==> config.mk <==
export PLATFORM = sky130hd
export DESIGN_NAME = cicDecimator
export DESIGN_NICKNAME = d
export VERILOG_FILES = /design/src/cicPkg.sv /design/src/cicCombDecimator.sv /design/src/cicDecimator.sv /design/src/cicIntegrators.sv /design/src/cicRegs.sv /design/src/gainShifter.sv
export SDC_FILE = /design/constraint.sdc
export NUM_CORES = 2
export LEC_CHECK = 0
export BUFFER_PORTS_ARGS = -buffer_cell sky130_fd_sc_hd__buf_4
export CAP_MARGIN = 20
export CORE_UTILIZATION = 51
export CTS_CLUSTER_DIAMETER = 80
export DETAILED_ROUTE_END_ITERATION = 10
export PLACE_DENSITY_LB_ADDON = 0.1
export SLEW_MARGIN = 20
export SYNTH_ARGS = -nofsm -noshare
export SYNTH_HDL_FRONTEND = slang
export SYNTH_SLANG_ARGS = --single-unit
==> constraint.sdc <==
create_clock -name clk -period 8.8 [get_ports clk]
set_input_delay 1.76 -clock clk [delete_from_list [all_inputs] [get_ports clk]]
set_output_delay 1.76 -clock clk [all_outputs]
set_load 0.01 [all_outputs]
==> src/cicPkg.sv <==
`default_nettype none

package cicPkg;

    // Register bus
    localparam int AddrWidth   = 12;
    localparam int DataWidth   = 32;
    localparam int ByteLanes   = DataWidth / 8;
    localparam int OffsetWidth = 4;

    // Data path
    localparam int SampleWidth = 18;
    localparam int AccWidth    = 48;
    localparam int DecWidth    = 10;
    localparam int ShiftWidth  = 5;

    // Largest shift that keeps a full-scale sample inside the accumulator
    localparam int MaxShift = AccWidth - SampleWidth;

    // Address space select above the OffsetWidth-bit register offset
    localparam logic [AddrWidth-1:0] CicBase = 12'h100;

    localparam int DecResetValue   = 7;
    localparam int ShiftResetValue = 0;

    typedef enum logic [OffsetWidth-1:0] {
        RegDecimation = 4'h0,   // Bits 9:0
        RegShift      = 4'h4    // Bits 4:0
    } regAddrT;

endpackage

`default_nettype wire

==> src/cicCombDecimator.sv <==
`default_nettype none

module cicCombDecimator
    import cicPkg::*;
#(
    parameter int AccW = AccWidth,
    parameter int OutW = SampleWidth,
    parameter int DecW = DecWidth
) (
    input  wire logic            clk,
    input  wire logic            reset,
    input  wire logic            sync,
    input  wire logic [DecW-1:0] cicDecimation,
    input  wire logic [AccW-1:0] accI2,
    input  wire logic [AccW-1:0] accQ2,
    output logic      [OutW-1:0] outI,
    output logic      [OutW-1:0] outQ,
    output logic                 syncOut
);

    localparam int Channels = 2;

    logic [DecW-1:0] decCount;

    logic [Channels-1:0][AccW-1:0] accIn;
    logic [Channels-1:0][AccW:0]   x;       // One guard bit over the accumulator
    logic [Channels-1:0][AccW:0]   x3;
    logic [Channels-1:0][AccW:0]   sum3;
    logic [Channels-1:0][AccW:0]   tap0;
    logic [Channels-1:0][AccW:0]   tap1;
    logic [Channels-1:0][AccW:0]   tap2;
    logic [Channels-1:0][AccW-1:0] tap3;

    // Strobe on every (decimation + 1)-th enabled sample
    always_ff @(posedge clk) begin
        if (reset) begin
            decCount <= DecW'(1);
            syncOut  <= 1'b0;
        end else if (sync) begin
            if (decCount == '0) begin
                decCount <= cicDecimation;                          // New value applies here
                syncOut  <= 1'b1;
            end else begin
                decCount <= decCount - 1'b1;
                syncOut  <= 1'b0;
            end
        end
    end

    assign accIn[0] = accI2;
    assign accIn[1] = accQ2;

    always_comb begin
        for (int ch = 0; ch < Channels; ch++) begin
            x[ch]    = {accIn[ch][AccW-1], accIn[ch]};
            x3[ch]   = x[ch] + {accIn[ch], 1'b0};
            sum3[ch] = tap2[ch] + x[ch];
        end
    end

    // Transposed (1 - z)^3 comb giving y = x - 3x[-1] + 3x[-2] - x[-3]
    always_ff @(posedge clk) begin
        if (reset) begin
            tap0 <= '0;
            tap1 <= '0;
            tap2 <= '0;
            tap3 <= '0;
        end else if (syncOut) begin
            for (int ch = 0; ch < Channels; ch++) begin
                tap0[ch] <= x[ch];
                tap1[ch] <= x3[ch] - tap0[ch];
                tap2[ch] <= tap1[ch] - x3[ch];
                tap3[ch] <= sum3[ch][AccW-1:0];
            end
        end
    end

    assign outI = tap3[0][AccW-1 -: OutW];
    assign outQ = tap3[1][AccW-1 -: OutW];

    // A reload of a nonzero decimation must hold the strobe off at the next sample
    strobeSpacing: assert property (@(posedge clk) disable iff (reset)
        (sync && syncOut && cicDecimation != '0 && $stable(cicDecimation)) |=> !syncOut)
        else $error("syncOut high on consecutive samples, decimation %0d", cicDecimation);

endmodule

`default_nettype wire

==> src/cicDecimator.sv <==
`default_nettype none

module cicDecimator
    import cicPkg::*;
#(
    parameter int SampleW = SampleWidth,
    parameter int AccW    = AccWidth,
    parameter int DecW    = DecWidth,
    parameter int ShW     = ShiftWidth
) (
    input  wire logic                      clk,
    input  wire logic                      reset,
    input  wire logic                      sync,
    input  wire logic                      wr0,
    input  wire logic                      wr1,
    input  wire logic                      wr2,
    input  wire logic                      wr3,
    input  wire logic      [AddrWidth-1:0] addr,
    input  wire logic      [DataWidth-1:0] din,
    output logic           [DataWidth-1:0] dout,
    input  wire logic signed [SampleW-1:0] inI,
    input  wire logic signed [SampleW-1:0] inQ,
    output logic             [SampleW-1:0] outI,
    output logic             [SampleW-1:0] outQ,
    output logic                           syncOut
);

    logic [DecW-1:0] cicDecimation;
    logic [ShW-1:0]  cicShift;
    logic [AccW-1:0] shiftI;
    logic [AccW-1:0] shiftQ;
    logic [AccW-1:0] accI2;
    logic [AccW-1:0] accQ2;

    cicRegs #(.DecW(DecW), .ShW(ShW)) regs (
        .clk(clk), .reset(reset), .addr(addr), .din(din),
        .wr0(wr0), .wr1(wr1), .wr2(wr2), .wr3(wr3),
        .dout(dout), .cicDecimation(cicDecimation), .cicShift(cicShift)
    );

    gainShifter #(.InW(SampleW), .OutW(AccW), .ShW(ShW)) iShifter (
        .clk(clk), .reset(reset), .sync(sync), .shift(cicShift), .din(inI), .dout(shiftI)
    );

    gainShifter #(.InW(SampleW), .OutW(AccW), .ShW(ShW)) qShifter (
        .clk(clk), .reset(reset), .sync(sync), .shift(cicShift), .din(inQ), .dout(shiftQ)
    );

    cicIntegrators #(.AccW(AccW)) integrators (
        .clk(clk), .reset(reset), .sync(sync),
        .shiftI(shiftI), .shiftQ(shiftQ), .accI2(accI2), .accQ2(accQ2)
    );

    cicCombDecimator #(.AccW(AccW), .OutW(SampleW), .DecW(DecW)) combDecimator (
        .clk(clk), .reset(reset), .sync(sync), .cicDecimation(cicDecimation),
        .accI2(accI2), .accQ2(accQ2), .outI(outI), .outQ(outQ), .syncOut(syncOut)
    );

endmodule

`default_nettype wire

==> src/cicIntegrators.sv <==
`default_nettype none

module cicIntegrators
    import cicPkg::*;
#(
    parameter int AccW = AccWidth
) (
    input  wire logic            clk,
    input  wire logic            reset,
    input  wire logic            sync,
    input  wire logic [AccW-1:0] shiftI,
    input  wire logic [AccW-1:0] shiftQ,
    output logic      [AccW-1:0] accI2,
    output logic      [AccW-1:0] accQ2
);

    localparam int Stages   = 3;
    localparam int Channels = 2;

    logic [Channels-1:0][AccW-1:0]             chanIn;
    logic [Channels-1:0][Stages-1:0][AccW-1:0] acc;

    assign chanIn[0] = shiftI;
    assign chanIn[1] = shiftQ;

    // Each stage adds the value the stage before it held last cycle
    always_ff @(posedge clk) begin
        if (reset) begin
            acc <= '0;
        end else if (sync) begin
            for (int ch = 0; ch < Channels; ch++) begin
                acc[ch][0] <= acc[ch][0] + chanIn[ch];              // Wraps modulo 2^AccW
                for (int st = 1; st < Stages; st++) begin
                    acc[ch][st] <= acc[ch][st] + acc[ch][st-1];
                end
            end
        end
    end

    assign accI2 = acc[0][Stages-1];
    assign accQ2 = acc[1][Stages-1];

endmodule

`default_nettype wire

==> src/cicRegs.sv <==
`default_nettype none

module cicRegs
    import cicPkg::*;
#(
    parameter int DecW = DecWidth,
    parameter int ShW  = ShiftWidth
) (
    input  wire logic                 clk,
    input  wire logic                 reset,
    input  wire logic [AddrWidth-1:0] addr,
    input  wire logic [DataWidth-1:0] din,
    input  wire logic                 wr0,
    input  wire logic                 wr1,
    input  wire logic                 wr2,
    input  wire logic                 wr3,
    output logic      [DataWidth-1:0] dout,
    output logic      [DecW-1:0]      cicDecimation,
    output logic      [ShW-1:0]       cicShift
);

    logic                 cs;
    regAddrT              regOffset;
    logic [ByteLanes-1:0] wrStrobe;
    logic [DataWidth-1:0] decMerged;
    logic [DataWidth-1:0] shiftMerged;

    // Replace the strobed byte lanes of a register value with bus data
    function automatic logic [DataWidth-1:0] mergeLanes(
        input logic [DataWidth-1:0] current,
        input logic [DataWidth-1:0] data,
        input logic [ByteLanes-1:0] strobe
    );
        logic [DataWidth-1:0] merged;
        merged = current;
        for (int lane = 0; lane < ByteLanes; lane++) begin
            if (strobe[lane]) begin
                merged[lane*8 +: 8] = data[lane*8 +: 8];
            end
        end
        return merged;
    endfunction

    assign cs        = (addr[AddrWidth-1:OffsetWidth] == CicBase[AddrWidth-1:OffsetWidth]);
    assign regOffset = regAddrT'(addr[OffsetWidth-1:0]);
    assign wrStrobe  = {wr3, wr2, wr1, wr0};

    assign decMerged   = mergeLanes(DataWidth'(cicDecimation), din, wrStrobe);
    assign shiftMerged = mergeLanes(DataWidth'(cicShift), din, wrStrobe);

    always_ff @(posedge clk) begin
        if (reset) begin
            cicDecimation <= DecW'(DecResetValue);
            cicShift      <= ShW'(ShiftResetValue);
        end else if (cs && |wrStrobe) begin
            case (regOffset)
                RegDecimation: cicDecimation <= decMerged[DecW-1:0];
                RegShift:      cicShift      <= shiftMerged[ShW-1:0];
                default:       ;                                    // Unmapped offset
            endcase
        end
    end

    always_comb begin
        dout = '0;
        if (cs) begin
            case (regOffset)
                RegDecimation: dout = DataWidth'(cicDecimation);
                RegShift:      dout = DataWidth'(cicShift);
                default:       dout = '0;
            endcase
        end
    end

    shiftInRange: assert property (@(posedge clk) disable iff (reset)
        (cs && regOffset == RegShift && wrStrobe[0]) |=> (cicShift <= MaxShift))
        else $error("Gain shift %0d overflows the accumulator", cicShift);

endmodule

`default_nettype wire

==> src/gainShifter.sv <==
`default_nettype none

module gainShifter
    import cicPkg::*;
#(
    parameter int InW  = SampleWidth,
    parameter int OutW = AccWidth,
    parameter int ShW  = ShiftWidth
) (
    input  wire logic                  clk,
    input  wire logic                  reset,
    input  wire logic                  sync,
    input  wire logic        [ShW-1:0] shift,
    input  wire logic signed [InW-1:0] din,
    output logic            [OutW-1:0] dout
);

    logic [OutW-1:0] extended;

    assign extended = {{(OutW-InW){din[InW-1]}}, din};     // Sign extension

    always_ff @(posedge clk) begin
        if (reset) begin
            dout <= '0;
        end else if (sync) begin
            dout <= extended << shift;
        end
    end

endmodule

`default_nettype wire

**Word-level counts from Yosys, hierarchy flattened**

Index checks and enable logic that the tools add are counted.

- Flip-flop bits (word level): 794
- Bits of input ports: 87
- Logic and storage cells: 51

- $add $sub $neg: 15
- Equality and inequality tests: 2
- Shift operators: 2
- Muxes and demuxes: 4
- Reduce and logical (&&, ||, !) cells: 7

Operators by type and width:

| cell | count |
|---|---|
| adder 48 bit | 10 |
| subtractor 48 bit | 4 |
| << shifter 48 x 5 -> 48 bit | 2 |
| two-way mux 32 bit | 1 |
| case mux 10 bit (2 select lines) | 1 |
| zero test 10 bit | 1 |
| two-way mux 10 bit | 1 |
| subtractor 10 x 1 -> 10 bit, second input constant | 1 |
| AND reduction 3 bit | 3 |
| equality test 8 x 5 -> 1 bit, second input constant | 1 |
| equality test 4 x 3 -> 1 bit, second input constant | 1 |
| zero test 4 bit | 1 |
| OR reduction 4 bit | 1 |
| logical AND 1 bit | 1 |
| two-way mux 1 bit | 1 |

**Longest topological paths before layout**

- Word-level depth: 3
- Mapped depth: 29

**Hierarchy**

Synthesis repeated with hierarchy kept, for this count alone.

- Cells, all modules: 7869
- Area, all modules: 62875.3 um^2

Modules (own cells, without submodules):

| module | instances | cells each | area an instance (um^2) |
|---|---|---|---|
| cicCombDecimator | 1 | 3801 | 29807.3 |
| cicIntegrators | 1 | 3265 | 25745.9 |
| gainShifter | 2 | 346 | 3139.3 |
| cicRegs | 1 | 111 | 1043.5 |

**Worst setup path before layout**

No wires, ideal clock.

- Path kind: reg-to-reg
- Start point: register integrators.acc (netlist bit integrators.accQ2[1])
- End point: register combDecimator.tap2[93] (netlist bit)
- Setup time: 0.125 ns
- Arrival time: 5.241 ns
- Data required time: 8.675 ns
- Setup slack: 3.434 ns
- Cell stages (with the launch flop): 28
- Cells stage by stage: dfxtp_1 -> ha_1 -> inv_1 -> fa_1 -> nand2b_1 -> a211oi_2 -> a211oi_2 -> o31ai_4 -> or2_2 -> a21boi_0 -> o21bai_1 -> xor2_1 -> inv_1 -> ha_1 -> a21o_1 -> a21o_1 -> a21o_1 -> a21o_1 -> a21oi_1 -> a21oi_1 -> a211o_1 -> maj3_1 -> a31oi_1 -> o221a_2 -> a311oi_4 -> a31oi_1 -> xor2_1 -> o21ai_1

- Cells in the longest elaborated chain, start to end: 2

Ends and longest elaborated chain:

| item | RTL line | source |
|---|---|---|
| from (decl) | cicIntegrators.sv:21 | `logic [Channels-1:0][Stages-1:0][AccW-1:0] acc;` |
| from (signal, indexed assignment) | cicIntegrators.sv:32 | `acc[ch][0] <= acc[ch][0] + chanIn[ch];` |
| from (signal, indexed assignment) | cicIntegrators.sv:34 | `acc[ch][st] <= acc[ch][st] + acc[ch][st-1];` |
| adder 48 bit | cicCombDecimator.sv:56 | `x3[ch] = x[ch] + {accIn[ch], 1'b0};` |
| subtractor 48 bit | cicCombDecimator.sv:72 | `tap2[ch] <= tap1[ch] - x3[ch];` |
| to (signal, indexed assignment) | cicCombDecimator.sv:72 |  |
| to (decl) | cicCombDecimator.sv:31 | `logic [Channels-1:0][AccW:0] tap2;` |

No other way between the ends.
A chain may end at the register's enable or synchronous reset.

**Worst setup path after layout**

- Start point: register integrators.acc (netlist bit integrators.accQ2[9])
- End point: register combDecimator.tap2[94] (netlist bit)

The elaborated chain is that of the path after synthesis.

==> key figures <==
Route
  • Via density: between 5 and 6
  • DRT iter0 DRCs: 3,538
  • DR pass1 iterations: 5
  • Wirelength per Cell: 17.91 um
  • Post-route ant nets: 0
  • Total Wirelength: 160.7 mm
  • Drt drc: 0
  • Via count: 52,390

Power and ir drop
  • Clock power frac: 31.6%
  • Peak VDD IR: around 0.00013 V
  • Sequential power share: 30.8%
  • Sw frac: 35.61%
  • NetSw: 4.490 mW
  • Design Power: 12.61 mW
  • Int Pwr: 8.118 mW
  • Combinational share of power: 37.5%
  • Power density over cell area: 195.7 nW/um^2
  • LEAKAGE: 29.80 nW

Clock network
  • Clock buffer count from CTS: 90
  • Post-CTS Hold Buffers: 0
  • H-tree Lvls: 3
  • Root buffer cell: clkbuf_16
  • Cts repair resizes: 0
  • Clock transition at path regs: 0.06 ns
  • # Post-CTS Setup Buffers: 0
  • Worst-Skew Late Latency: 0.67 ns
  • CTS tree: done
  • CTS Buffer Depth: 3
  • CTS sink cnt: 734

Floorplan
  • Initial cell density of the core: 51.71%
  • Core ar.: between 100,000 and 150,000 sq um
  • Die Area: 117,900 sq um
  • Die W: 343.4 um
  • I/O Pins: 156
  • Die Span Y: about 340 um
  • Std-Cell Rows: 124

Yosys
  • Largest family of logic cells by synthesized area: compound AO/OA/AOI/OAI gates
  • Synth Area in Compound Gates: 24.76%
  • Post-synthesis mux area share: 7.581%
  • Sequential area share after synthesis: between 20% and 30%
  • Top-area cell type share of the netlist area: 24.72%
  • Synthesized area: just under 60,000 sq um
  • Cell with the most instances after synthesis: nor2_1
  • Xor and xnor fraction of the mapped netlist area: 8.438%
  • Post-synth ARST share: 0%
  • Synth area leaders: dfxtp_1, ha_1, mux2i_1
  • Seq cells post-synth: 734
  • Adder-Cell Fraction of Synth Area: 14.07%
  • Syn Inst Count: 7,463
  • Post-synth top area cell: dfxtp_1
  • Syn avg cell area: 7.966 sq um
  • Post-synth EDFFs: 0
  • Commonest cells in the netlist: nor2_1, dfxtp_1, a21oi_1
  • Synth Flop Type: dfxtp_1
  • Simple-gate portion of the synthesized area: between 15 and 20%
  • Netlist cell types: 113
  • Synth Warn #: 0

GRT
  • Grt total ovfl: 0
  • Largest net degree at the start of global routing: 179
  • Number of global-route vias before repair: just under 50,000
  • Initial antenna violation count: 1
  • GRT Total Usage: 26.72%
  • First-pass GRT wire length: 259.7 mm

Finish
  • Finished Layout Cells: between 8,000 and 9,000
  • Area growth, synth to finish: 8.364%
  • Layout cells sized above 1: 5.521%
  • Total Nets Final: 8,136
  • # fillers: around 11,000
  • Antenna diode count: 0

Job
  • Max-Cap Viols: 0

Setup path
  • Register-to-register path setup slack: roughly 1.5 ns
  • RR Endpoint: combDecimator.tap2[94]$_SDFFE_PP0P_
  • CP Launch Type: flop
  • CP Class: flop to flop
  • CP Max Fanout: 6
  • Worst endpoint required time: between 9 and 10 ns
  • CP Data Arrival Time: 7.83 ns
  • Reg-to-Reg Start: integrators.accQ2[9]$_SDFFE_PP0P_
  • Worst Reg-to-Reg Cells: 26
  • Crit end category: flop

STA
  • Final period util: 83.09%
  • Period minus WS final: 7.312 ns
  • RSZ-0062 raised after global routing: false
  • Worst-margin pin slew: 1.150 ns
  • Final Hold Fails: 0
  • Clock skew: 0.01974 ns
  • Max-slew violation count: 0
  • Setup violations, final: 0
  • Worst slew margin: 22.69%
  • Setup total negative slack: 0 ns
  • Highest Clock Rate: 0.1368 GHz

Min path
  • Hold WC Path Type: flop to flop
  • HP Start: combDecimator.tap2[95]$_SDFFE_PP0P_
  • Hold-critical path depth: 2
  • End point of the worst hold path: combDecimator.tap2[95]$_SDFFE_PP0P_

Status
  • Status: finished clean

Placed design
  • I/O Buffers: about 110
  • DPL Wire Length: 121.1 mm
  • Post-placement cell count: 8,811
  • GP Congestion: 0.9092
[stage by stage]
step | instance area [sq um] | setup WS (ns) | hold slack (ns) | utilization [%]
2_1_floorplan | 59530 | 3.434 | 0.4291 | -
3_3_place_gp | 61230 | 1.695 | 0.4371 | 53.26
3_5_place_dp | 61230 | 1.657 | 0.4419 | 53.26
4_1_cts | 64400 | 1.626 | 0.4542 | 56.02
5_1_grt | 64420 | 1.146 | 0.4783 | 56.03
6_report | 64420 | 1.488 | 0.4498 | 56.03
[registers in the layout, summed over array words and instances, names as in the netlist]
| register | cells |
|---|---|
| integrators.accI2 | 48 |
| integrators.acc | 192 |
| integrators.accQ2 | 48 |
| combDecimator.outQ | 18 |
| iShifter.dout | 48 |
| qShifter.dout | 48 |
| combDecimator.decCount | 10 |
| combDecimator.tap1 | 96 |
| combDecimator.tap2 | 96 |
| combDecimator.syncOut | 1 |
| combDecimator.outI | 18 |
| regs.cicDecimation | 10 |
| combDecimator.tap0 | 96 |
| regs.cicShift | 5 |
[cells in the final DEF, fill, tap and decap left out, types with 81 or more instances in the layout]
master | synthesis | layout
nor2_1 | 901 | 899
dfxtp_1 | 734 | 728
a21oi_1 | 705 | 705
ha_1 | 646 | 646
nand2_1 | 482 | 480
o21ai_0 | 412 | 412
a21o_1 | 404 | 404
mux2i_1 | 397 | 397
inv_1 | 362 | 361
xnor2_1 | 351 | 351
xor2_1 | 211 | 211
buf_4 | 22 | 139
nand3_1 | 122 | 122
nor2b_1 | 111 | 111
a211oi_1 | 110 | 110
o21bai_1 | 105 | 105
nor3_1 | 102 | 102
clkbuf_16 | 0 | 94
o21a_1 | 84 | 84
nand2b_1 | 81 | 81
[metal layers]
layer / up-vias / track usage (%) / share of wire, %
met4: 0 / 5.454 / 1.4
met5: - / 0 / 0
li1: 26740 / - / -
met2: 1088 / 40.30 / 42
met1: 24420 / 40.56 / 52
met3: 148 / 2.912 / 4.7
[area by class of cell]
cell class,instances,area (sq um),area share (%)
Sequential cell,734,14710,22.83
Clock inverter,28,385.4,0.5982
Timing Repair Buffer,142,1094,1.698
Tap cell,1512,1892,2.937
Inverter,364,1373,2.131
Clock buffer,135,2786,4.325
Multi-Input combinational cell,6059,42180,65.48
[logic make-up (layout without fill, tap and decap cells)]
| kind of cell | after synthesis | count (layout) |
|---|---|---|
| adders and majority gates | 662 | 662 |
| DFF | 734 | 734 |
| other | 1 | 22 |
| AOI/OAI and AO/OA | 2289 | 2289 |
| xor gates and xnor gates | 567 | 567 |
| muxes | 432 | 432 |
| and+or+nand+nor | 2087 | 2087 |
| buffers and inverters | 691 | 669 |
[power by group through the flow]
| stage | registers, mW | logic, mW | clock network [mW] |
|---|---|---|---|
| after floorplan | 3.83 | 3.71 | 0 |
| after global placement | 3.95 | 4.63 | 0 |
| after CTS | 3.88 | 4.70 | 4.09 |
| after detailed placement | 3.95 | 4.67 | 0 |
| after global routing | 3.92 | 5.25 | 4.23 |
| final | 3.88 | 4.73 | 3.99 |
[worst max-delay path, cell delays in order, from the launching register on]
cell	delay [ns]
dfxtp_1	0.48
ha_1	0.35
nand3_1	0.31
nor2_1	0.09
a211oi_1	0.85
o21ai_1	0.44
nor2_1	0.27
nor2_1	0.06
nor2_1	0.25
o21ai_0	0.21
xor2_1	0.33
inv_1	0.08
ha_1	0.39
nand4_1	0.21
nor3_1	0.35
nand4_1	0.15
a211oi_1	0.33
or2_1	0.29
and3_1	0.26
a221o_1	0.22
a211oi_1	0.08
nor2_1	0.28
a211o_1	0.24
nand3_1	0.12
a31oi_1	0.27
xnor2_1	0.15
o21ai_1	0.08
[how the worst max path moves through the flow]
stage	start	endpoint	depth (start not counted)
after floorplan	integrators.accQ2[1]$_SDFFE_PP0P_	combDecimator.tap2[93]$_SDFFE_PP0P_	27
after global placement	integrators.accQ2[9]$_SDFFE_PP0P_	combDecimator.tap2[96]$_SDFFE_PP0P_	26
after detailed placement	integrators.accQ2[9]$_SDFFE_PP0P_	combDecimator.tap2[96]$_SDFFE_PP0P_	26
after CTS	integrators.accQ2[9]$_SDFFE_PP0P_	combDecimator.tap2[96]$_SDFFE_PP0P_	26
after global routing	integrators.accI2[1]$_SDFFE_PP0P_	combDecimator.tap2[47]$_SDFFE_PP0P_	27
final	integrators.accQ2[9]$_SDFFE_PP0P_	combDecimator.tap2[94]$_SDFFE_PP0P_	26
Power figures use the tool's default switching activity.
